File: src/logic/fdc_cmd_pkg.sv
// Command, byte and status formats of the read channel; CRC is CCITT, MSB first, non-reflected.
package fdc_cmd_pkg;

    typedef enum logic [1:0] {
        op_set_rate   = 2'd0,
        op_read_field = 2'd1,
        op_resync     = 2'd2
    } fdc_op_e;

    typedef struct packed {
        fdc_op_e     op;
        logic [15:0] arg;  // cell length or data byte count.
    } fdc_cmd_t;

    typedef struct packed {
        logic [7:0] data;
        logic       last;
    } rd_byte_t;

    typedef struct packed {
        logic        crc_ok;
        logic        overrun;
        logic        sync_lost;
        logic        index_seen;
        logic [15:0] count;  // bytes offered to the queue.
    } fdc_status_t;

    localparam int queue_depth = 4;

    localparam logic [15:0] crc_preset = 16'hffff;
    localparam logic [15:0] crc_poly   = 16'h1021;

    typedef enum logic [2:0] {
        idle,
        hunt,
        mark,
        body,
        done
    } reader_state_e;

endpackage

File: src/logic/mfm_pkg.sv
// MFM line-coding constants; cell lengths are in clock cycles and marks assume standard A1/C2 sync bytes.
package mfm_pkg;

    typedef logic [15:0] cell_len_t;

    localparam cell_len_t default_cell_len = 16'd88;

    // edges ignored after a restart before cells are passed on.
    localparam int sync_cells = 40;

    // A1 with the clock between bits 4 and 5 missing.
    localparam logic [15:0] mark_a1_pattern = 16'b0100_0100_1000_1001;

    // two C2 bytes, each with a missing clock.
    localparam logic [31:0] mark_c2_pattern = 32'b0101_0010_0010_0100_0101_0010_0010_0100;

    typedef struct packed {
        logic [7:0] data;
        logic       mark_a1;
        logic       mark_c2;
        logic       sync_lost;  // framing broke on this strobe.
    } mfm_byte_t;

endpackage
File: src/logic/fdc_read_top.sv
// Read channel only; no write path, index, seek or host bus, and commands are refused while a field is open.
`timescale 1ns/1ps

module fdc_read_top (
    input  logic                     clk,
    input  logic                     rstn,
    input  logic                     flux_n,
    input  logic                     cmd_valid,
    input  fdc_cmd_pkg::fdc_cmd_t    cmd,
    output logic                     cmd_ready,
    output logic                     out_valid,
    input  logic                     out_ready,
    output fdc_cmd_pkg::rd_byte_t    out_byte,
    output logic                     st_valid,
    input  logic                     st_ready,
    output fdc_cmd_pkg::fdc_status_t st_out
);

    logic                     cell_valid;
    logic                     cell_bit;
    logic                     byte_valid;
    mfm_pkg::mfm_byte_t       rx_byte;
    logic                     clr;
    mfm_pkg::cell_len_t       cell_len;
    logic                     resync;
    logic                     start;
    logic [15:0]              field_len;
    logic                     busy;
    logic                     put_valid;
    fdc_cmd_pkg::rd_byte_t    put_byte;
    logic                     put_full;
    logic                     stat_valid;
    fdc_cmd_pkg::fdc_status_t stat;
    logic                     stat_taken;

    mfm_data_separator #(.window_track(1)) u_sep (
        .clk, .rstn, .flux_n, .cell_len, .resync, .clr,
        .cell_valid, .cell_bit, .window()
    );

    mfm_mark_detector u_mark (
        .clk, .rstn, .cell_valid, .cell_bit, .resync, .byte_valid, .rx_byte, .clr
    );

    fdc_cmd_decode u_dec (
        .clk, .rstn, .cmd_valid, .cmd, .cmd_ready, .busy, .cell_len, .resync, .start, .field_len
    );

    fdc_field_reader u_rd (
        .clk, .rstn, .start, .field_len, .byte_valid, .rx_byte, .busy, .put_valid, .put_byte,
        .put_full, .stat_valid, .stat, .stat_taken
    );

    fdc_result_queue u_q (
        .clk, .rstn, .put_valid, .put_byte, .put_full, .stat_valid, .stat, .stat_taken,
        .out_valid, .out_ready, .out_byte, .st_valid, .st_ready, .st_out
    );

endmodule

File: src/logic/fdc_result_queue.sv
// Bytes put while full are dropped; a dropped last moves its flag onto the newest stored byte.
`timescale 1ns/1ps

module fdc_result_queue (
    input  logic                     clk,
    input  logic                     rstn,
    input  logic                     put_valid,
    input  fdc_cmd_pkg::rd_byte_t    put_byte,
    output logic                     put_full,
    input  logic                     stat_valid,
    input  fdc_cmd_pkg::fdc_status_t stat,
    output logic                     stat_taken,
    output logic                     out_valid,
    input  logic                     out_ready,
    output fdc_cmd_pkg::rd_byte_t    out_byte,
    output logic                     st_valid,
    input  logic                     st_ready,
    output fdc_cmd_pkg::fdc_status_t st_out
);

    localparam int aw = $clog2(fdc_cmd_pkg::queue_depth);

    fdc_cmd_pkg::rd_byte_t mem [fdc_cmd_pkg::queue_depth];

    logic [aw-1:0] wr_ptr;
    logic [aw-1:0] rd_ptr;
    logic [aw:0]   count;
    logic          push;
    logic          pop;
    logic          st_held;
    logic          last_gone;

    assign put_full  = count == (aw + 1)'(fdc_cmd_pkg::queue_depth);
    assign push      = put_valid && !put_full;
    assign out_valid = count != '0;
    assign pop       = out_valid && out_ready;
    assign out_byte  = mem[rd_ptr];

    always_ff @(posedge clk) begin
        if (push) mem[wr_ptr] <= put_byte;
        else if (put_valid && put_byte.last) mem[wr_ptr - 1'b1].last <= 1'b1;
        if (stat_valid && !st_held) st_out <= stat;
    end

    always_ff @(posedge clk or negedge rstn) begin
        if (!rstn) begin
            wr_ptr    <= '0;
            rd_ptr    <= '0;
            count     <= '0;
            st_held   <= 1'b0;
            last_gone <= 1'b0;
        end else begin
            if (push) wr_ptr <= wr_ptr + 1'b1;
            if (pop) rd_ptr <= rd_ptr + 1'b1;
            count <= count + (push ? 1'b1 : 1'b0) - (pop ? 1'b1 : 1'b0);
            if (pop && out_byte.last) last_gone <= 1'b1;
            if (stat_valid && !st_held) st_held <= 1'b1;
            if (stat_taken) begin
                st_held   <= 1'b0;
                last_gone <= 1'b0;
            end
        end
    end

    assign st_valid   = st_held && last_gone;  // status trails the field's last byte.
    assign stat_taken = st_valid && st_ready;

    // the pointers must hold data whenever a byte leaves.
    a_no_empty_pop: assert property (@(posedge clk) disable iff (!rstn)
        pop |-> wr_ptr != rd_ptr || count == (aw + 1)'(fdc_cmd_pkg::queue_depth));

endmodule

File: src/logic/fdc_field_reader.sv
// Reads one field after the A1 marks; the CRC covers the marks, mark byte, data and both CRC bytes.
`timescale 1ns/1ps

module fdc_field_reader (
    input  logic                     clk,
    input  logic                     rstn,
    input  logic                     start,
    input  logic [15:0]              field_len,
    input  logic                     byte_valid,
    input  mfm_pkg::mfm_byte_t       rx_byte,
    output logic                     busy,
    output logic                     put_valid,
    output fdc_cmd_pkg::rd_byte_t    put_byte,
    input  logic                     put_full,
    output logic                     stat_valid,
    output fdc_cmd_pkg::fdc_status_t stat,
    input  logic                     stat_taken
);

    fdc_cmd_pkg::reader_state_e state;

    logic [15:0] crc;
    logic [15:0] remain;
    logic [15:0] count;
    logic        overrun;
    logic        sync_lost;
    logic        index_seen;
    logic        take;
    logic        end_now;

    function automatic logic [15:0] crc_byte(input logic [15:0] c, input logic [7:0] d);
        logic [15:0] r;
        r = c;
        for (int i = 7; i >= 0; i--) begin
            r = {r[14:0], 1'b0} ^ ((r[15] ^ d[i]) ? fdc_cmd_pkg::crc_poly : 16'h0000);
        end
        return r;
    endfunction

    assign take = byte_valid && ((state == fdc_cmd_pkg::mark && !rx_byte.mark_a1) ||
                                 state == fdc_cmd_pkg::body);
    assign end_now = rx_byte.sync_lost || (state == fdc_cmd_pkg::body && remain == 16'd1);

    always_ff @(posedge clk or negedge rstn) begin
        if (!rstn) begin
            state      <= fdc_cmd_pkg::idle;
            put_valid  <= 1'b0;
            crc        <= fdc_cmd_pkg::crc_preset;
            remain     <= '0;
            count      <= '0;
            overrun    <= 1'b0;
            sync_lost  <= 1'b0;
            index_seen <= 1'b0;
        end else begin
            put_valid <= 1'b0;
            if (put_valid && put_full) overrun <= 1'b1;
            if (byte_valid && rx_byte.mark_c2 && busy && state != fdc_cmd_pkg::done)
                index_seen <= 1'b1;
            case (state)
                fdc_cmd_pkg::idle: if (start) begin
                    state      <= fdc_cmd_pkg::hunt;
                    remain     <= field_len + 16'd2;  // data plus CRC.
                    count      <= '0;
                    overrun    <= 1'b0;
                    sync_lost  <= 1'b0;
                    index_seen <= 1'b0;
                end
                fdc_cmd_pkg::hunt: if (byte_valid && rx_byte.mark_a1) begin
                    crc   <= crc_byte(fdc_cmd_pkg::crc_preset, rx_byte.data);
                    state <= fdc_cmd_pkg::mark;
                end
                fdc_cmd_pkg::mark: if (byte_valid && rx_byte.mark_a1) begin
                    crc <= crc_byte(crc, rx_byte.data);
                end
                fdc_cmd_pkg::body: if (take) remain <= remain - 1'b1;
                fdc_cmd_pkg::done: if (stat_taken) state <= fdc_cmd_pkg::idle;
                default: state <= fdc_cmd_pkg::idle;
            endcase
            if (take) begin
                put_valid <= 1'b1;
                count     <= count + 1'b1;
                crc       <= crc_byte(crc, rx_byte.data);
                state     <= end_now ? fdc_cmd_pkg::done : fdc_cmd_pkg::body;
                if (rx_byte.sync_lost) sync_lost <= 1'b1;
            end
        end
    end

    always_ff @(posedge clk) begin
        if (take) begin
            put_byte.data <= rx_byte.data;
            put_byte.last <= end_now;
        end
    end

    assign busy       = state != fdc_cmd_pkg::idle || start;
    assign stat_valid = state == fdc_cmd_pkg::done && !put_valid;  // overrun of last put settled.
    assign stat       = '{crc_ok: crc == 16'h0000 && !sync_lost, overrun: overrun,
                          sync_lost: sync_lost, index_seen: index_seen, count: count};

endmodule

File: src/logic/fdc_cmd_decode.sv
// One command at a time; set_rate also restarts separator lock-in at the new cell length.
`timescale 1ns/1ps

module fdc_cmd_decode (
    input  logic                  clk,
    input  logic                  rstn,
    input  logic                  cmd_valid,
    input  fdc_cmd_pkg::fdc_cmd_t cmd,
    output logic                  cmd_ready,
    input  logic                  busy,
    output mfm_pkg::cell_len_t    cell_len,
    output logic                  resync,
    output logic                  start,
    output logic [15:0]           field_len
);

    logic accept;

    assign cmd_ready = !busy;
    assign accept    = cmd_valid && cmd_ready;

    always_ff @(posedge clk or negedge rstn) begin
        if (!rstn) begin
            cell_len <= mfm_pkg::default_cell_len;
            resync   <= 1'b0;
            start    <= 1'b0;
        end else begin
            resync <= 1'b0;
            start  <= 1'b0;
            if (accept) begin
                case (cmd.op)
                    fdc_cmd_pkg::op_set_rate: begin
                        cell_len <= cmd.arg;
                        resync   <= 1'b1;
                    end
                    fdc_cmd_pkg::op_read_field: start  <= 1'b1;
                    fdc_cmd_pkg::op_resync:     resync <= 1'b1;
                    default: begin
                    end
                endcase
            end
        end
    end

    always_ff @(posedge clk) begin
        if (accept && cmd.op == fdc_cmd_pkg::op_read_field) field_len <= cmd.arg;
    end

    a_one_pulse: assert property (@(posedge clk) disable iff (!rstn) !(start && resync));

endmodule

File: src/logic/mfm_mark_detector.sv
// Bytes are framed only after an A1 or double C2 mark; a clock violation drops framing until the next mark.
`timescale 1ns/1ps

module mfm_mark_detector (
    input  logic               clk,
    input  logic               rstn,
    input  logic               cell_valid,
    input  logic               cell_bit,
    input  logic               resync,
    output logic               byte_valid,
    output mfm_pkg::mfm_byte_t rx_byte,
    output logic               clr
);

    logic [31:0] shift_q;
    logic [31:0] shift_nx;
    logic [3:0]  cell_cnt;
    logic        framed;
    logic        is_a1;
    logic        is_c2;
    logic        violation;

    assign shift_nx  = {shift_q[30:0], cell_bit};
    assign is_a1     = shift_nx[15:0] == mfm_pkg::mark_a1_pattern;
    assign is_c2     = shift_nx == mfm_pkg::mark_c2_pattern;
    assign violation = shift_nx[1:0] == 2'b11 || shift_nx[4:0] == 5'b10000;

    always_ff @(posedge clk or negedge rstn) begin
        if (!rstn) begin
            shift_q    <= '0;
            cell_cnt   <= '0;
            framed     <= 1'b0;
            byte_valid <= 1'b0;
            clr        <= 1'b0;
        end else begin
            byte_valid <= 1'b0;
            clr        <= 1'b0;
            if (resync) begin
                shift_q  <= '0;
                cell_cnt <= '0;
                framed   <= 1'b0;
            end else if (cell_valid) begin
                shift_q <= shift_nx;
                if (is_a1 || is_c2) begin
                    framed     <= 1'b1;
                    cell_cnt   <= '0;
                    byte_valid <= 1'b1;
                end else if (framed && violation) begin
                    framed     <= 1'b0;  // separator relocks after clr.
                    cell_cnt   <= '0;
                    byte_valid <= 1'b1;
                    clr        <= 1'b1;
                end else if (framed) begin
                    cell_cnt <= cell_cnt + 1'b1;
                    if (cell_cnt == 4'd15) byte_valid <= 1'b1;
                end
            end
        end
    end

    // data bits sit in the odd cells.
    always_ff @(posedge clk) begin
        if (cell_valid) begin
            rx_byte.data      <= {shift_nx[14], shift_nx[12], shift_nx[10], shift_nx[8],
                                  shift_nx[6], shift_nx[4], shift_nx[2], shift_nx[0]};
            rx_byte.mark_a1   <= is_a1;
            rx_byte.mark_c2   <= is_c2;
            rx_byte.sync_lost <= framed && violation && !is_a1 && !is_c2;
        end
    end

    // the two mark patterns must never overlap.
    a_one_mark: assert property (@(posedge clk) disable iff (!rstn)
        byte_valid |-> !(rx_byte.mark_a1 && rx_byte.mark_c2));

endmodule

File: src/logic/mfm_data_separator.sv
// Flux input is asynchronous and synchronized here; window tracking needs cell_len of at least 8 clocks.
`timescale 1ns/1ps

module mfm_data_separator #(
    parameter int window_track = 1
) (
    input  logic               clk,
    input  logic               rstn,
    input  logic               flux_n,
    input  mfm_pkg::cell_len_t cell_len,
    input  logic               resync,
    input  logic               clr,
    output logic               cell_valid,
    output logic               cell_bit,
    output mfm_pkg::cell_len_t window
);

    localparam int sync_w = $clog2(mfm_pkg::sync_cells);

    logic [2:0]         flux_s;
    logic               flux_edge;
    logic               no_data;
    mfm_pkg::cell_len_t len_cnt;
    mfm_pkg::cell_len_t win_lo;
    mfm_pkg::cell_len_t win_hi;
    logic [sync_w-1:0]  sync_cnt;
    logic               lastd;
    logic               lasti;

    always_ff @(posedge clk or negedge rstn) begin
        if (!rstn) begin
            flux_s <= 3'b111;
        end else begin
            flux_s <= {flux_s[1:0], flux_n};
        end
    end

    assign flux_edge = flux_s[2] && !flux_s[1];  // falling edge after sync.
    assign win_lo = cell_len >> 1;
    assign win_hi = cell_len + (cell_len >> 1);

    always_ff @(posedge clk or negedge rstn) begin
        if (!rstn) begin
            no_data    <= 1'b1;
            len_cnt    <= '0;
            window     <= mfm_pkg::default_cell_len;
            sync_cnt   <= sync_w'(mfm_pkg::sync_cells - 1);
            lastd      <= 1'b0;
            lasti      <= 1'b0;
            cell_valid <= 1'b0;
            cell_bit   <= 1'b0;
        end else begin
            cell_valid <= 1'b0;
            if (resync || clr) begin
                no_data  <= 1'b1;
                window   <= cell_len;
                sync_cnt <= sync_w'(mfm_pkg::sync_cells - 1);
                lastd    <= 1'b0;
                lasti    <= 1'b0;
            end else if (no_data) begin
                if (flux_edge) begin  // first edge sets the phase.
                    len_cnt <= 16'd1;
                    no_data <= 1'b0;
                end
            end else if (flux_edge) begin
                if (sync_cnt != '0) begin
                    sync_cnt <= sync_cnt - 1'b1;
                end else begin
                    cell_valid <= 1'b1;
                    cell_bit   <= 1'b1;
                end
                // two late or two early edges in a row move the window.
                if (window_track != 0) begin
                    if (len_cnt > window) begin
                        lastd <= 1'b0;
                        lasti <= !lasti;
                        if (lasti && window < win_hi) window <= window + 1'b1;
                    end else if (len_cnt < window) begin
                        lasti <= 1'b0;
                        lastd <= !lastd;
                        if (lastd && window > win_lo) window <= window - 1'b1;
                    end else begin
                        lastd <= 1'b0;
                        lasti <= 1'b0;
                    end
                end
                len_cnt <= 16'd1;
            end else if (len_cnt == window + (window >> 1)) begin
                if (sync_cnt == '0) begin  // no edge in this cell.
                    cell_valid <= 1'b1;
                    cell_bit   <= 1'b0;
                end
                len_cnt <= (window >> 1) + 16'd1;
            end else begin
                len_cnt <= len_cnt + 1'b1;
            end
        end
    end

    // a new cell length lands together with resync, so that cycle is skipped.
    a_window_bounds: assert property (@(posedge clk) disable iff (!rstn || resync)
        window >= win_lo && window <= win_hi);

endmodule

File: config.mk
export PLATFORM = sky130hd
export DESIGN_NAME = fdc_read_top
export DESIGN_NICKNAME = d
export VERILOG_FILES = /design/src/logic/fdc_cmd_pkg.sv /design/src/logic/mfm_pkg.sv /design/src/logic/fdc_read_top.sv /design/src/logic/fdc_result_queue.sv /design/src/logic/fdc_field_reader.sv /design/src/logic/fdc_cmd_decode.sv /design/src/logic/mfm_mark_detector.sv /design/src/logic/mfm_data_separator.sv
export SDC_FILE = /design/constraint.sdc
export NUM_CORES = 1
export LEC_CHECK = 0
export BUFFER_PORTS_ARGS = -buffer_cell sky130_fd_sc_hd__buf_2
export CAP_MARGIN = 10
export CORE_ASPECT_RATIO = 0.75
export CORE_UTILIZATION = 55
export CTS_BUF_LIST = sky130_fd_sc_hd__clkbuf_4 sky130_fd_sc_hd__clkbuf_8
export CTS_CLUSTER_DIAMETER = 50
export DETAILED_ROUTE_END_ITERATION = 12
export MAX_ROUTING_LAYER = met4
export PLACE_DENSITY = 0.7
export SETUP_SLACK_MARGIN = 0.02
export SLEW_MARGIN = 20
export SYNTH_ARGS = -nofsm -noshare
export SYNTH_HDL_FRONTEND = slang
export SYNTH_HIERARCHICAL = 1
export SYNTH_SLANG_ARGS = --single-unit
File: constraint.sdc
create_clock -name clk -period 12.2 [get_ports clk]
set_input_delay 2.44 -clock clk [delete_from_list [all_inputs] [get_ports clk]]
set_output_delay 2.44 -clock clk [all_outputs]
set_load 0.02 [all_outputs]
==> Yosys cells after proc, flatten, opt, wreduce, memory -nomap -nowiden <==
Memory sizes are Yosys's and may differ from the RTL's.
Index checks and enable logic that the tools add are counted.
{ "totals": {"reg_bits": 222, "ramBits": 36, "input_bits": 24, "output_inout_bits": 32, "elab_cells": 320, "n_memories": 1} }
{ "classes": {"addsub": 16, "order_cmp": 4, "n_eq_ne": 26, "muxes": 119, "bitwise_logic": 33, "n_reduce_logical": 79} }
{ "memory_table": {"columns": ["memory", "words", "width", "read_ports", "rd_ports_with_merged_regs", "write_ports", "line_no", "text"], "rows": [
  ["u_q.mem", 4, 9, 1, 0, 1, "fdc_result_queue.sv:23", "fdc_cmd_pkg::rd_byte_t mem [fdc_cmd_pkg::queue_depth];"]
]} }
{ "ops": {"columns": ["op", "n"], "rows": [
  ["two-way mux 16 bit", 19],
  ["bitwise XOR 16 bit", 15],
  ["two-way mux 13 bit", 16],
  ["case mux 16 bit (2 select lines)", 2],
  ["two-way mux 1 bit", 62],
  ["two-way mux 31 bit", 2],
  ["adder 16 x 1 -> 16 bit (second input constant)", 3],
  ["adder 16 x 15 -> 16 bit", 2],
  ["equality test 32 x 31 -> 1 bit (second input constant)", 1],
  ["< comparator 16 bit", 2],
  ["subtractor 16 x 1 -> 16 bit (second input constant)", 2],
  ["logical AND 1 bit", 25],
  ["two-way mux 6 bit", 4],
  ["two-way mux 4 bit", 5],
  ["nonzero test 2 bit", 10],
  ["nonzero test 3 bit", 6],
  ["adder 15 x 1 -> 16 bit (second input constant)", 1],
  ["adder 16 x 2 -> 16 bit (second input constant)", 1],
  ["equality test 16 x 1 -> 1 bit (second input constant)", 1],
  ["equality test 16 x 15 -> 1 bit (second input constant)", 1],
  ["equality test 16 bit", 1],
  ["greater-than comparator 16 x 15 -> 1 bit", 1],
  ["greater-than comparator 16 bit", 1],
  ["zero test 16 bit", 1],
  ["other kinds (38)", 93]
]} }

==> Depth between registers and ports, before layout <==
{ "logic_depth": {"word_depth": 27, "ltp_mapped": 22, "mapped_depth_nobuf": 21} }

==> Modules after synthesis <==
Netlist, hierarchy kept.
{ "modules_own_cells": {"columns": ["module", "n_inst", "cells_each", "area_per_inst_um2", "seq_area_each_um2"], "rows": [
  ["mfm_data_separator", 1, 758, 6100.9, 1164.9],
  ["fdc_field_reader", 1, 439, 4063.9, 1666.6],
  ["fdc_result_queue", 1, 135, 2552.4, 1906.8],
  ["mfm_mark_detector", 1, 181, 2154.6, 1281.2],
  ["fdc_cmd_decode", 1, 55, 1173.6, 934.6]
]} }

==> Worst setup path after synthesis <==
No wires, ideal clock.
{ "synth_path": {"path_type": "reg2reg", "start": "register u_dec.cell_len[1]", "end": "register u_sep.window[3]", "setup_time_ps": 79, "arrival_ps": 4403, "t_required_ps": 12121, "slack_ps": 7718, "path_stages_with_launch": 23, "path_buffers": 2, "synth_period_minus_slack_ps": 4482, "path_cell_list": "dfrtp_1 > ha_1 > fa_1 > a21o_1 > a21oi_1 > o21ai_0 > a21o_1 > a21oi_1 > o211ai_1 > a31o_2 > a21oi_1 > xnor2_1 > ha_1 > nand3_1 > nor3_1 > a221oi_1 > o21ai_0 > a31oi_1 > a32o_1 > clkbuf_1 > buf_1 > a21oi_1 > o21ai_0"} }
{ "synth_between": {"elab_chain_cells": 5, "word_cells_on_any_way": 8, "cone_classes": "add/sub: 1; order compare: 2; eq/ne: 1; reduce/logical: 4"} }
{ "synth_rtl": {"columns": ["item", "line_no", "text"], "rows": [
  ["start: declaration", "fdc_cmd_decode.sv:11", "output mfm_pkg::cell_len_t cell_len,"],
  ["start signal: assignment", "fdc_cmd_decode.sv:24", "cell_len <= mfm_pkg::default_cell_len;"],
  ["start signal: assignment", "fdc_cmd_decode.sv:33", "cell_len <= cmd.arg;"],
  ["adder 16 x 15 -> 16 bit", "mfm_data_separator.sv:40", "assign win_hi = cell_len + (cell_len >> 1);"],
  ["< comparator 16 bit", "mfm_data_separator.sv:77", "if (lasti && window < win_hi) window <= window + 1'b1;"],
  ["logical AND 1 bit", "mfm_data_separator.sv:77", null],
  ["inequality test 3 x 2 -> 1 bit (no source line)", null, null],
  ["AND reduction 5 bit (no source line) (*)", null, null],
  ["end signal: assignment", "mfm_data_separator.sv:56", "window <= cell_len;"],
  ["end signal: assignment", "mfm_data_separator.sv:77", null],
  ["end signal: assignment", "mfm_data_separator.sv:81", "if (lastd && window > win_lo) window <= window - 1'b1;"],
  ["end: declaration", "mfm_data_separator.sv:15", "output mfm_pkg::cell_len_t window"]
]} }
Mark *: on every way between the ends. The rest lies on a longest branch, timed or not.
A chain may end at the register's enable or synchronous reset.

==> Worst setup path in the final report <==
{ "layout_path": {"start": "register u_dec.cell_len[1]", "end": "register u_sep.window[15]"} }
Same word-level chain as after synthesis.

==> results.md <==
* Status: complete, no violations
* Die W at 199.2 um
* Synthesis-to-layout area growth at 8.125%
* Synthesized netlist net count at 1696
* Clk slew on worst S/H paths at 0.06 ns
* Dpl cells at 1949
* Global-route wire length before repair at 60.93 mm
* Via/cell ratio at 6.056
* Pin count of the biggest net entering global routing at 98
* Slew @ Worst Pin at 1.134 ns
* Sequential share of power at 36.9%
* Port Buf Inserts at 55
* Main combinational cell family by area after synthesis: simple AND/OR/NAND/NOR gates
* # IOs at 56
* Initial antenna violation count at 0
* Hold buffers post-CTS at 0
* Mux cell area share after synthesis at 6.324%
* Mapped cell area at 0.01605 mm^2
* Vias in the first global route at 11510
* Synth Warn # at 6
* Crit path max fanout at 29
* Post-synthesis simple-gate area fraction at 17.93%
* GRT Overall Usage at 26.60%
* Post-DR wirelength/cell at 18.54 um
* Post-synth EDFFs at 92
* Final setup violation count at 0
* Final-report max-slew violation count at 0
* Combinational power share at 38.9%
* Sink Count at 258
* XOR/XNOR Fraction of Synth Area at 6.168%
* H-tree depth at 2
* CP endpoint kind: flop
* Nets at 1736
* Pwr Density at 172.5 mW/mm^2
* Setup TNS at 0 ns
* Clock power share at 24.2%
* Via count at 12270
* Clock buffer depth at 3
* Share of cells above drive strength 1 at 14.38%
* Met2 Use GR at 35.40%
* Wirelength, routed at 37.57 mm
* Row count at 53
* Router iterations before antenna repair at 5
* DRT iter0 DRCs at 1079
* Slew headroom at 23.68%
* Adder-cell share of the synthesized area at 8.297%
* Crit path kind: reg2reg
* Share of async-settable or async-resettable flops after synthesis at 64.34%
* Total internal power at 0.001842 W
* Worst EP required at 12.61 ns
* Critical Path AT at 5.89 ns
* RSZ-0062 raised after global routing: no
* Busiest layer in global routing: met1
* Initial core utilization at 56.67%
* Max Freq at 182.5 MHz
* Worst Setup Start Kind: flop
* Antenna cells at 0
* Worst skew pair latency at 0.56 ns
* Syn Area/Cell at 10.23 um^2
* Die H at 149.9 um
* Compound-Gate Fraction of Synth Area at 14.01%
* P_leak at 7.068 nW
* Final worst path period share at 44.92%
* Drc violations at 0
* Post-layout min period at 5.480 ns
* Overflow after GRT at 0
* Hold_ws at 0.3556 ns
* CTS buffer count at 41
* Sequential share of the synthesized area at 43.34%
* Root buf cell: clkbuf_8
* Routability cong. at 0.9175
* Skew final at 0.01723 ns
* Switching share of total power at 38.44%
* Die ar. at 0.02987 mm^2
* Routed Antenna Nets at 0
* Post-CTS Setup Repair Bufs at 0
* Max Cap Violations at 0
* Top_reg_cell synth: dfrtp_1
* Switching power at 0.001151 W
* Placed Instance Area at 0.01653 mm^2
* Core Area at 0.02832 mm^2
* Post-CTS Resized at 0
* Final hold violation count at 0
* Synthesized flop and latch total at 258
* Met1 usage at 41.46%
* Post-synthesis cell type count at 101
* Final core utilization at 61.27%
* M3 GR Usage at 4.778%
* Finished Layout Cells at 2026
* Hold Path Class: reg2reg
* Peak supply drop at 0.1012 mV
* CTS tree: done
* Mapped Cells at 1568
* Final Cell Area at 0.01735 mm^2
* DP HPWL at 27.08 mm
==> flip-flops by register name, indices dropped and copies added, names as in the netlist, 4 cells and up <==
name and count:
u_mark/rx_byte 11, u_rd/put_byte 9, u_sep/window 16, u_sep/len_cnt 16, u_sep/sync_cnt 6, u_q/st_out 20
u_dec/cell_len 16, u_rd/crc 16, u_dec/field_len 16, u_mark/shift_q 31, u_mark/cell_cnt 4, u_q/mem 36
u_rd/count 16, u_rd/remain 16
==> cells in the final DEF, fill, tap and decap left out, types with 18 or more instances in the layout <==
cell	count
buf_2	54
nand3_1	58
edfxtp_1	92
clkbuf_8	47
a211oi_1	18
xnor2_1	84
dfstp_2	30
nor2_1	108
o31ai_1	19
nor3_1	50
a21oi_1	68
a21o_1	28
inv_1	72
mux2i_1	62
and3_1	23
xor2_1	29
nand2_1	116
dfrtp_1	135
nor4_1	24
nand4_1	24
o21ai_0	76
ha_1	100
==> metal layers <==
layer,up-vias,share of wire [%]
li1,5878,-
met1,5964,51
met2,376,41
met3,51,7.1
met4,0,1.5
met5,-,0
==> power groups by stage <==
| stage | combinational (W) | sequential (W) | clock, W |
|---|---|---|---|
| 3_5_place_dp | 0.00113 | 0.00112 | 0 |
| 4_1_cts | 0.00115 | 0.00110 | 0.000741 |
| 5_1_grt | 0.00129 | 0.00111 | 0.000783 |
| 3_3_place_gp | 0.00111 | 0.00112 | 0 |
| 2_1_floorplan | 0.000912 | 0.00105 | 0 |
| 6_report | 0.00116 | 0.00110 | 0.000724 |
==> kinds of logic after synthesis <==
logic type,count (synthesis)
fa+ha+maj,104
buf+inv,141
xor+xnor,113
flops,258
compound gates,333
mux,88
simple gates,531
==> worst paths after layout <==
check,endpoint,depth (start not counted),from,slack (ns)
worst max-delay path,u_sep/window[15],21,u_dec/cell_len[1],6.72
worst min-delay path,u_sep/flux_s[1],0,u_sep/flux_s[0],0.36
worst max register to register,u_sep/window[15],21,u_dec/cell_len[1],6.72
worst min register to register,u_sep/flux_s[1],0,u_sep/flux_s[0],0.36
max in group asynchronous,u_dec/cell_len[7],2,rstn,8.68
min in group asynchronous,u_mark/shift_q[7],1,rstn,1.99
==> worst max-delay path, cell delays in order, from the launching register on <==
cell	delay (ns)
dfrtp_1	0.45
ha_1	0.24
fa_1	0.42
a21o_1	0.18
a21oi_1	0.22
o21ai_0	0.11
a21o_1	0.21
a21oi_1	0.24
o211ai_1	0.15
a31o_2	0.25
a21oi_1	0.17
xnor2_1	0.15
ha_1	0.27
nand3_1	0.11
nor3_1	0.08
a221oi_1	0.28
o21ai_0	0.13
a31oi_1	0.19
a32o_1	0.87
o21ai_0	0.28
xnor2_1	0.20
o21ai_0	0.08
==> synth_stat cells (6+ instances only) <==
cell	instances	area (um^2)
nor2b_1	17	106.4
a211oi_1	18	135.1
ha_1	100	1251
buf_4	7	52.55
o31ai_1	19	142.6
o211ai_1	17	127.6
o21ai_0	76	380.4
and2_1	8	50.05
inv_1	72	270.3
nor4_1	24	150.1
o2bb2ai_1	11	96.34
mux2_2	17	191.4
nor3_1	50	250.2
mux4_2	9	202.7
and4_1	7	61.31
a21o_1	28	210.2
a22o_1	8	70.07
nand2b_1	16	100.1
dfstp_2	30	788.3
or4_1	8	60.06
nand4_1	24	150.1
or3_1	12	75.07
xor2_1	29	254.0
buf_2	18	90.09
nand2_1	116	435.4
edfxtp_1	92	2763
nor2_1	108	405.4
nand3_1	58	290.3
clkbuf_1	34	127.6
nor2b_2	8	70.07
xnor2_1	84	735.7
o21a_1	8	60.06
nor3b_1	6	45.04
a31oi_1	8	50.05
mux2i_1	62	620.6
o22ai_1	7	43.79
and3_1	23	143.9
dfrtp_1	136	3403
a21oi_1	69	345.3
==> layout make-up <==
class,count,area [um^2]
inverter,74,290.3
tap,385,481.7
fill,2357,10970
sequential,258,6955
clock inverter,20,86.33
clock buffer,56,708.2
timing repair buffer,64,355.3
multi-input combinational,1169,8472
==> per-stage QoR <==
step | power, W | worst slack [ns]
finish | 0.002993 | 6.720
CTS | 0.002986 | 6.771
global route | 0.003191 | 6.299
floorplan | 0.001964 | 7.718
detailed placement | 0.002249 | 6.805
global placement | 0.002225 | 6.951
No activity file was read; power rests on OpenSTA's default activity.
